<file path="config.mk">
export PLATFORM = sky130hd
export DESIGN_NAME = pgcbcg_top
export DESIGN_NICKNAME = d
export VERILOG_FILES = /design/src/pgcbcg_pkg.sv /design/src/cdc_req_aggregator.sv /design/src/pgcbcg_cfg_regs.sv /design/src/pgcbcg_ctrl.sv /design/src/pgcbcg_top.sv
export SDC_FILE = /design/constraint.sdc
export NUM_CORES = 1
export LEC_CHECK = 0
export ABC_AREA = 1
export BUFFER_PORTS_ARGS = -buffer_cell sky130_fd_sc_hd__clkbuf_2
export CAP_MARGIN = 5
export CORE_UTILIZATION = 45
export DETAILED_ROUTE_END_ITERATION = 10
export PLACE_DENSITY = 0.82
export SLEW_MARGIN = 20
export SYNTH_ARGS = -nofsm -noshare
export SYNTH_HDL_FRONTEND = slang
export SYNTH_SLANG_ARGS = --single-unit
export TNS_END_PERCENT = 20
</file>
<file path="constraint.sdc">
create_clock -name clock -period 1.73 [get_ports clock]
set_input_delay 0.2595 -clock clock [delete_from_list [all_inputs] [get_ports clock]]
set_output_delay 0.2595 -clock clock [all_outputs]
set_load 0.05 [all_outputs]
</file>
<file path="src/pgcbcg_pkg.sv">
// Shared types for the clock-gate controller: FSM states, register map, config and status

package pgcbcg_pkg;

    // Clock-gate FSM states, GATED must stay zero so visa_bus resets to all zeros
    typedef enum logic [2:0] {
        GATED     = 3'd0,  // Clock off, source released
        CLK_REQ   = 3'd1,  // Waiting for pgcb_clkack high
        WAKE_WAIT = 3'd2,  // Wake timer running
        UNGATED   = 3'd3,  // Clock enabled, idle timer running
        CLK_REL   = 3'd4   // Waiting for pgcb_clkack low
    } cg_state_e;

    // Configuration register map
    typedef enum logic [1:0] {
        REG_T_CLKGATE = 2'd0,  // Idle time before gating
        REG_T_CLKWAKE = 2'd1,  // Wake time after source ack
        REG_CTRL      = 2'd2   // Bit 0 is clkgate_disabled
    } cfg_addr_e;

    // Register reset values
    localparam logic [3:0] T_CLKGATE_RST = 4'd4;
    localparam logic [3:0] T_CLKWAKE_RST = 4'd2;

    // Configuration seen by the controller
    typedef struct packed {
        logic [3:0] t_clkgate;         // Idle cycles minus one
        logic [3:0] t_clkwake;         // Wake cycles
        logic       clkgate_disabled;  // Keeps the clock running
    } cg_cfg_t;

    // Visibility bus layout, 32 bits
    typedef struct packed {
        logic [21:0] rsvd;         // Always zero
        cg_state_e   state;        // FSM state
        logic [3:0]  timer;        // Shared wake/idle timer
        logic        activity;     // Aggregated request
        logic        pgcb_clkreq;  // Clock source request
        logic        gclk_en;      // Gated clock enable
    } cg_status_t;

endpackage

</file>
<file path="src/cdc_req_aggregator.sv">
// CDC request aggregator: synchronizes async requests, merges all requests, returns clkack

`timescale 1ns/1ps

module cdc_req_aggregator #(
    parameter int ICDC            = 5,
    parameter int NGCLK_REQ_ASYNC = 5
) (
    input  logic                       clock,
    input  logic                       rst_n,
    input  logic [ICDC-1:0]            cdc_clkreq,
    input  logic [NGCLK_REQ_ASYNC-1:0] cdc_gclock_req_async,
    input  logic                       clk_on,
    output logic [ICDC-1:0]            cdc_clkack,
    output logic                       activity
);

    logic [NGCLK_REQ_ASYNC-1:0] async_meta;  // First synchronizer stage
    logic [NGCLK_REQ_ASYNC-1:0] async_sync;  // Second synchronizer stage
    logic                       sync_any;    // Any synchronous clkreq
    logic                       async_any;   // Any synchronized async request
    logic [ICDC-1:0]            ack_nxt;

    // Two-flop synchronizer on each async request bit
    always_ff @(posedge clock) begin
        if (!rst_n) begin
            async_meta <= '0;
            async_sync <= '0;
        end else begin
            async_meta <= cdc_gclock_req_async;
            async_sync <= async_meta;
        end
    end

    assign sync_any  = |cdc_clkreq;
    assign async_any = |async_sync;

    // Registered request view for the controller
    always_ff @(posedge clock) begin
        if (!rst_n) begin
            activity <= 1'b0;
        end else begin
            activity <= sync_any | async_any;
        end
    end

    // An agent only sees its ack while it still requests and the clock is running
    assign ack_nxt = cdc_clkreq & {ICDC{clk_on}};

    always_ff @(posedge clock) begin
        if (!rst_n) begin
            cdc_clkack <= '0;
        end else begin
            cdc_clkack <= ack_nxt;  // Drops the cycle after clkreq falls
        end
    end

endmodule

</file>
<file path="src/pgcbcg_cfg_regs.sv">
// Clock-gate configuration registers with single-cycle write and read strobes

`timescale 1ns/1ps

module pgcbcg_cfg_regs
    import pgcbcg_pkg::*;
(
    input  logic      clock,
    input  logic      rst_n,
    input  logic      cfg_wr,
    input  logic      cfg_rd,
    input  cfg_addr_e cfg_addr,
    input  logic [7:0] cfg_wdata,
    output logic [7:0] cfg_rdata,
    output logic      cfg_rvalid,
    output cg_cfg_t   cfg
);

    cg_cfg_t    cfg_q;      // Register contents
    logic [7:0] rd_mux;     // Read data for the addressed register

    // Write decode
    always_ff @(posedge clock) begin
        if (!rst_n) begin
            cfg_q.t_clkgate        <= T_CLKGATE_RST;
            cfg_q.t_clkwake        <= T_CLKWAKE_RST;
            cfg_q.clkgate_disabled <= 1'b0;
        end else if (cfg_wr) begin
            case (cfg_addr)
                REG_T_CLKGATE: cfg_q.t_clkgate        <= cfg_wdata[3:0];
                REG_T_CLKWAKE: cfg_q.t_clkwake        <= cfg_wdata[3:0];
                REG_CTRL:      cfg_q.clkgate_disabled <= cfg_wdata[0];
                default: ;                             // Unmapped, write dropped
            endcase
        end
    end

    // Read mux, unmapped addresses return zero
    always_comb begin
        case (cfg_addr)
            REG_T_CLKGATE: rd_mux = {4'd0, cfg_q.t_clkgate};
            REG_T_CLKWAKE: rd_mux = {4'd0, cfg_q.t_clkwake};
            REG_CTRL:      rd_mux = {7'd0, cfg_q.clkgate_disabled};
            default:       rd_mux = 8'd0;
        endcase
    end

    // Read data one cycle after the strobe
    always_ff @(posedge clock) begin
        if (!rst_n) begin
            cfg_rvalid <= 1'b0;
        end else begin
            cfg_rvalid <= cfg_rd;
        end
    end

    always_ff @(posedge clock) begin
        if (cfg_rd) begin
            cfg_rdata <= rd_mux;
        end
    end

    assign cfg = cfg_q;  // Live config to the controller

endmodule

</file>
<file path="src/pgcbcg_ctrl.sv">
// Clock-gate FSM with wake and idle timing, clock source handshake and visibility status

`timescale 1ns/1ps

module pgcbcg_ctrl
    import pgcbcg_pkg::*;
(
    input  logic       clock,
    input  logic       rst_n,
    input  cg_cfg_t    cfg,
    input  logic       activity,
    input  logic       pgcb_clkack,
    output logic       pgcb_clkreq,
    output logic       gclk_en,
    output cg_status_t status
);

    cg_state_e  state;
    cg_state_e  state_nxt;
    logic [3:0] timer;        // Wake count in WAKE_WAIT, idle count in UNGATED
    logic [3:0] timer_nxt;
    logic       clkreq_nxt;
    logic       gclk_en_nxt;
    logic       idle_hold;    // Keeps the idle timer loaded
    cg_status_t status_nxt;

    // Idle timer reloads on activity, and stays loaded while gating is off
    assign idle_hold = activity | cfg.clkgate_disabled;

    always_comb begin
        state_nxt   = state;
        timer_nxt   = timer;
        clkreq_nxt  = pgcb_clkreq;
        gclk_en_nxt = gclk_en;
        case (state)
            GATED: begin
                if (activity) begin
                    state_nxt  = CLK_REQ;
                    clkreq_nxt = 1'b1;  // Ask the clock source
                end
            end
            CLK_REQ: begin
                if (pgcb_clkack) begin
                    state_nxt = WAKE_WAIT;
                    timer_nxt = cfg.t_clkwake;
                end
            end
            WAKE_WAIT: begin
                if (timer == 4'd0) begin
                    state_nxt   = UNGATED;
                    gclk_en_nxt = 1'b1;
                    timer_nxt   = cfg.t_clkgate;
                end else begin
                    timer_nxt = timer - 4'd1;
                end
            end
            UNGATED: begin
                if (idle_hold) begin
                    timer_nxt = cfg.t_clkgate;
                end else if (timer == 4'd0) begin
                    // Idle time used up, gate and release on the same edge
                    state_nxt   = CLK_REL;
                    clkreq_nxt  = 1'b0;
                    gclk_en_nxt = 1'b0;
                end else begin
                    timer_nxt = timer - 4'd1;
                end
            end
            CLK_REL: begin
                // New activity waits until the release completes
                if (!pgcb_clkack) begin
                    state_nxt = GATED;
                    timer_nxt = 4'd0;
                end
            end
            default: begin
                state_nxt   = GATED;
                timer_nxt   = 4'd0;
                clkreq_nxt  = 1'b0;
                gclk_en_nxt = 1'b0;
            end
        endcase
    end

    always_ff @(posedge clock) begin
        if (!rst_n) begin
            state       <= GATED;
            timer       <= 4'd0;
            pgcb_clkreq <= 1'b0;
            gclk_en     <= 1'b0;
        end else begin
            state       <= state_nxt;
            timer       <= timer_nxt;
            pgcb_clkreq <= clkreq_nxt;
            gclk_en     <= gclk_en_nxt;
        end
    end

    // Status built from next values so visa_bus lines up with the outputs
    always_comb begin
        status_nxt             = '0;
        status_nxt.state       = state_nxt;
        status_nxt.timer       = timer_nxt;
        status_nxt.activity    = activity;
        status_nxt.pgcb_clkreq = clkreq_nxt;
        status_nxt.gclk_en     = gclk_en_nxt;
    end

    always_ff @(posedge clock) begin
        if (!rst_n) begin
            status <= '0;
        end else begin
            status <= status_nxt;
        end
    end

endmodule

</file>
<file path="src/pgcbcg_top.sv">
// Clock-gate controller top: config registers, CDC request aggregator and gating FSM

`timescale 1ns/1ps

module pgcbcg_top
    import pgcbcg_pkg::*;
#(
    parameter int ICDC            = 5,
    parameter int NGCLK_REQ_ASYNC = 5
) (
    input  logic                       clock,
    input  logic                       rst_n,
    input  logic                       cfg_wr,
    input  logic                       cfg_rd,
    input  cfg_addr_e                  cfg_addr,
    input  logic [7:0]                 cfg_wdata,
    output logic [7:0]                 cfg_rdata,
    output logic                       cfg_rvalid,
    input  logic [ICDC-1:0]            cdc_clkreq,
    input  logic [NGCLK_REQ_ASYNC-1:0] cdc_gclock_req_async,
    input  logic                       pgcb_clkack,
    output logic [ICDC-1:0]            cdc_clkack,
    output logic                       pgcb_clkreq,
    output logic                       gclk_en,
    output logic [31:0]                visa_bus
);

    cg_cfg_t    cfg;       // Live configuration
    logic       activity;  // Any agent requesting
    cg_status_t status;    // Controller visibility

    pgcbcg_cfg_regs u_cfg_regs (
        .clock      (clock),
        .rst_n      (rst_n),
        .cfg_wr     (cfg_wr),
        .cfg_rd     (cfg_rd),
        .cfg_addr   (cfg_addr),
        .cfg_wdata  (cfg_wdata),
        .cfg_rdata  (cfg_rdata),
        .cfg_rvalid (cfg_rvalid),
        .cfg        (cfg)
    );

    cdc_req_aggregator #(
        .ICDC            (ICDC),
        .NGCLK_REQ_ASYNC (NGCLK_REQ_ASYNC)
    ) u_req_aggr (
        .clock                (clock),
        .rst_n                (rst_n),
        .cdc_clkreq           (cdc_clkreq),
        .cdc_gclock_req_async (cdc_gclock_req_async),
        .clk_on               (gclk_en),  // Ack only with the clock running
        .cdc_clkack           (cdc_clkack),
        .activity             (activity)
    );

    pgcbcg_ctrl u_ctrl (
        .clock       (clock),
        .rst_n       (rst_n),
        .cfg         (cfg),
        .activity    (activity),
        .pgcb_clkack (pgcb_clkack),
        .pgcb_clkreq (pgcb_clkreq),
        .gclk_en     (gclk_en),
        .status      (status)
    );

    assign visa_bus = status;

endmodule

</file>
==> results.md, run 1 <==
- Status: completed
- Die H: 67.95 um
- Post-synth top area cell: dfxtp_1
- Crit path DAT: 1.78 ns
- Worst R2R Start: u_ctrl.timer[0]
- Worst hold path type: input pin to register
- Number of global-route vias before repair: 1403
- Final layout net count: 329
- DP Wirelength: 2771 um
- Pleak: 1.162 nW
- Flops & latches, synth: 40
- P per Cell Area: 1083 nW/um2
- Num CTS Buffers: 5
- First-pass GRT wire length: 5927 um
- Routed wire length: 3639 um
- Setup TNS: 0 ns
- Final Hold Vio Count: 0
- Post-CTS setup buffers: 0
- Clock buffer depth: 2
- N_diodes: 0
- Post-place setup slack: 0.1349 ns
- Crit path launch type: register
- Core Area: 4086 um2
- Clk root buf: clkbuf_8
- CP max FO: 5
- Worst setup EP type: register
- Clock Power Share: 32.5%
- DR vias/cell: 4.484
- Final period util: 90.72%
- Worst-path clk slew: 0.08 ns
- DR pass1 iterations: 4
- Maximum vdd drop: 496.6 uV
- Synth Cell Area: 1957 um2
- Unrepaired setup endpoints after global routing: false
- # DRC: 0
- Placed Instances: 345
- Resized cells post-CTS: 0
- Hold_sp: cdc_gclock_req_async[0]
- Gate power share: 24.9%
- Register area share after synthesis: 42.97%
- Syn_area_per_cell: 7.614 um2
- Netlist cell types: 28
- Area of the die: 4617 um2
- Clock Skews: 0.006718 ns
- I/O pins: 73
- Share of cells above drive strength 1: 24.75%
- Sw frac: 35.19%
- Final Critical Period: 1.569 ns
- CTS H-tree depth: 2
- Critical path data required time: 1.94 ns
- Initial antenna violation count: 0
- Fmax: 637.2 MHz
- Worst-skew pair later-pin latency: 0.30 ns
- GP Congestion: 0.8950
- Hold slack final: 0.1323 ns
- # rows: 23
- Synth top area share: 36.83%
- GRT overflow: 0
- Final setup vio count: 0
- EDFF count, synth: 4
- Post-Syn Instances: 257
- Area contributors post-synth: dfxtp_1 37%, buf_4 11%, nand2_1 11%
- Synth Warn #: 0
- WL/cell: 10.31 um
- Int Power: 1.565 mW
- Count of pins over their slew limit: 0
- CTS tree: built
- Post-synth top cells: 57 x nand2_1, 38 x inv_1, 36 x dfxtp_1
- Vias: 1583
- MaxCap Viol Count: 0
- Crit path kind: register to register
- Die width: 67.95 um
- Switching Power: 849.8 uW
- Pin count of the biggest net entering global routing: 17
- Final Non-Filler Cells: 353
- Post-synth ARST share: 0%
- Fin worst setup slack: 0.1606 ns
- Sequential share of power: 42.6%
- Area delta synth->final: 13.94%
- Most frequent cell after synthesis: nand2_1
- Worst Setup SP: u_ctrl.timer[0]
- First DRT Iteration DRCs: 58
- Clk sinks: 40
- Antenna-violating nets left: 0
- Synth Flop Type: dfxtp_1
- IO buf count: 42
- Gr usage total: 17.62%
- Initial Util: 47.89%
- CTS Hold Bufs: 0
final timing paths:
check,to,slack (ns),cells past startpoint
worst max-delay path,u_ctrl.state[0],0.16,9
worst min-delay path,u_req_aggr.async_meta[0],0.13,3
worst max register to register,u_ctrl.state[0],0.16,9
worst min register to register,u_req_aggr.async_sync[2],0.41,2
placed cells by master (no fill, tap or decap), drive strengths merged, types with 3 or more instances in the layout:
cell type,instances
nand2,61
clkbuf,47
inv,43
dfxtp,36
conb,26
nor2,25
nand3,17
a21oi,14
o21ai,13
edfxtp,4
nand4,3
through the flow:
step | power [mW] | cell area (um2) | utilization, %
6_report | 2.415 | 2230 | 54.56
5_1_grt | 2.525 | 2230 | 54.56
4_1_cts | 2.431 | 2225 | 54.44
3_5_place_dp | 1.647 | 2111 | 51.65
3_3_place_gp | 1.636 | 2111 | 51.65
2_1_floorplan | 1.585 | 2052 | -
critical path: stages, from the launching register on:
cell     delay, ns
dfxtp_2       0.35
inv_1         0.13
ha_1          0.23
nand3_1       0.17
nand2_1       0.09
nand2_1       0.08
nor2_2        0.16
nand3_2       0.11
nor2_1        0.12
nor2_2        0.05
logic make-up (layout without fill, tap and decap cells):
| group | Yosys count | in the layout | synth area share [%] |
|---|---|---|---|
| other cells | 1 | 26 | 0.1916 |
| flops | 40 | 40 | 42.97 |
| simple gates | 110 | 110 | 26.53 |
| buf+inv | 72 | 93 | 19.37 |
| xor+xnor | 1 | 1 | 0.4477 |
| fa+ha+maj | 2 | 2 | 1.279 |
| compound gates | 31 | 31 | 9.208 |
routing by layer:
layer	global-route usage (%)	vias up	part of all wire [%]
met4	8.594	0	1.9
li1	-	839	-
met3	4.667	7	6.7
met2	29.90	57	49
met5	0	-	0
met1	20.31	680	42
flip-flops by register name, indices dropped and copies added (netlist names):
signal                 cells
u_cfg_regs.cfg             9
u_req_aggr.async_meta      5
u_req_aggr.async_sync      5
u_req_aggr.cdc_clkack      5
u_cfg_regs.cfg_rdata       4
u_ctrl.timer               4
u_ctrl.state               3
u_ctrl.status              3
u_cfg_regs.cfg_rvalid      1
u_req_aggr.activity        1
final cells by class:
cell class	instances	area (um2)
sequential	40	842.1
fill	384	1857
timing repair buffer	43	217.7
tap	50	62.56
clock inverter	3	45.04
multi-input combinational	170	835.8
inverter	42	157.7
clock buffer	5	68.82
power groups by stage:
stage | clock, mW | sequential (mW) | combinational, mW
2_1_floorplan | 0 | 1.15 | 0.439
3_3_place_gp | 0 | 1.05 | 0.586
3_5_place_dp | 0 | 1.05 | 0.596
4_1_cts | 0.803 | 1.03 | 0.598
5_1_grt | 0.832 | 1.04 | 0.654
6_report | 0.784 | 1.03 | 0.601
No activity file was read; power rests on OpenSTA's default activity.
==> inputs of run 2 (changes only) <==
--- a/config.mk
+++ b/config.mk
@@ -8,6 +8,7 @@
 export ABC_AREA = 1
 export BUFFER_PORTS_ARGS = -buffer_cell sky130_fd_sc_hd__clkbuf_2
 export CAP_MARGIN = 5
+export CORE_ASPECT_RATIO = 0.9
 export CORE_UTILIZATION = 45
 export DETAILED_ROUTE_END_ITERATION = 10
 export PLACE_DENSITY = 0.82
==> results.md, run 2 (synthesis gave the netlist of run 1 again) <==
- Status: completed
- GP Congestion: 0.9166
- P per Cell Area: 1053 nW/um2
- Count of pins over their slew limit: 0
- Final setup vio count: 0
- Int Power: 1.507 mW
- Max FFs per register: 9
- First-pass GRT wire length: 5878 um
- Critical path data required time: 1.93 ns
- Worst-skew pair later-pin latency: 0.30 ns
- Final layout net count: 329
- Area of the die: 4617 um2
- Post-place setup slack: 0.1527 ns
- Filler instances: 387
- Post-CTS setup buffers: 0
- Clock Skews: 0.003954 ns
- CP max FO: 5
- N_diodes: 0
- First DRT Iteration DRCs: 103
- Switching Power: 838.8 uW
- Gate power share: 25.7%
- Number of global-route vias before repair: 1405
- Setup TNS: 0 ns
- Vias: 1592
- Final Hold Vio Count: 0
- Final Critical Period: 1.520 ns
- Antenna-violating nets left: 0
- Crit path launch type: register
- WL/cell: 10.05 um
- DR vias/cell: 4.536
- # rows: 22
- Worst setup EP type: register
- CTS H-tree depth: 2
- FF/Latch Area: 842.1 um2
- Unrepaired setup endpoints after global routing: false
- Sw frac: 35.77%
- Die width: 71.51 um
- Fmax: 657.7 MHz
- Multi-input gate area: 840.8 um2
- I/O pins: 73
- Fin worst setup slack: 0.2096 ns
- Worst hold path type: input pin to register
- Die H: 64.56 um
- Worst-path clk slew: 0.08 ns
- Crit path kind: register to register
- Clk sinks: 40
- DR pass1 iterations: 4
- Overall Power: 2.345 mW
- Gr usage total: 16.79%
- # DRC: 0
- Pin count of the biggest net entering global routing: 24
- Sequential share of power: 43.8%
- CTS Hold Bufs: 0
- Most frequent cells in the layout: 57 x nand2_1, 42 x clkbuf_2, 38 x inv_1
- Area delta synth->final: 13.87%
- Clock buffer depth: 2
- Worst path cell trace: inv_1, ha_1, nand3_2, nand2_1, nand2_1, nor2_2, nand3_2, nor2_1, nor2_2
- Maximum vdd drop: 486.0 uV
- Max stage delay on crit path: 0.35 ns
- IO buf count: 42
- Initial antenna violation count: 0
- DP Wirelength: 2739 um
- Initial Util: 47.39%
- Share of cells above drive strength 1: 25.08%
- Core Area: 4129 um2
- Hold slack final: 0.1375 ns
- GRT overflow: 0
- Pleak: 1.162 nW
- Crit path DAT: 1.72 ns
- Routed wire length: 3528 um
- Most common cell after layout, fill and taps aside: nand2_1
- Final period util: 87.88%
- MaxCap Viol Count: 0
- Crit-path slowest cell: dfxtp_2
- Clock Power Share: 30.5%
- Clk root buf: clkbuf_8
- CTS tree: built
- Num CTS Buffers: 5
-- run 2: cell count changes in the layout (fill, tap and decap cells not counted) --
| cell | delta |
|---|---|
| bufinv_16 | -1 |
| nand3_1 | -1 |
| clkinvlp_4 | +1 |
| clkbuf_16 | +1 |
| nand3_2 | +1 |
| inv_4 | -1 |
-- run 2: per-layer routing --
metal,wire length [um],GRT usage (%),vias up
li1,-,-,843
met1,1531,18.95,693
met2,1715,27.74,46
met3,212,6.998,10
met4,68,7.598,0
met5,0,0,-
-- run 2: area by class of cell --
class / instances / area share, %
Multi-Input combinational cell: 170 / 37.73
Tap cell: 48 / 2.695
Clock buffer: 6 / 4.211
Inverter: 42 / 7.075
Sequential cell: 40 / 37.79
Clock inverter: 2 / 0.7299
Timing Repair Buffer: 43 / 9.770
-- run 2: power by group through the flow --
stage | registers (mW) | clock network [mW] | logic [mW]
2_1_floorplan | 1.15 | 0 | 0.439
3_3_place_gp | 1.05 | 0 | 0.588
3_5_place_dp | 1.05 | 0 | 0.596
4_1_cts | 1.03 | 0.745 | 0.597
5_1_grt | 1.04 | 0.787 | 0.651
6_report | 1.03 | 0.715 | 0.602
-- run 2: final timing paths --
kind | endpoint | from | cells past startpoint | slack (ns)
setup / recovery | u_ctrl.state[0] | u_ctrl.timer[0] | 9 | 0.21
hold reg to reg | u_req_aggr.async_sync[3] | u_req_aggr.async_meta[3] | 2 | 0.41
setup reg to reg | u_ctrl.state[0] | u_ctrl.timer[0] | 9 | 0.21
hold / removal | u_req_aggr.async_meta[4] | cdc_gclock_req_async[4] | 3 | 0.14
-- run 2: critical path, delay by kind of cell (launching register included) --
family,cells,cell delay (ns)
buffers and inverters,1,0.12
AND/OR/NAND/NOR,7,0.71
flip-flops,1,0.35
adder cells (fa/ha/maj),1,0.24
-- run 2: through the flow --
stage	cell area [um2]	util (%)	instances
2_1_floorplan	2052	-	282
3_3_place_gp	2108	51.06	343
3_5_place_dp	2108	51.06	343
4_1_cts	2218	53.73	351
5_1_grt	2228	53.97	351
6_report	2228	53.97	351
-- run 2: repair_timing --
item,in CTS,in global routing
gates resized for setup,0,2
endpoints found under the setup margin,0,5
hold endpoints to repair,0,0
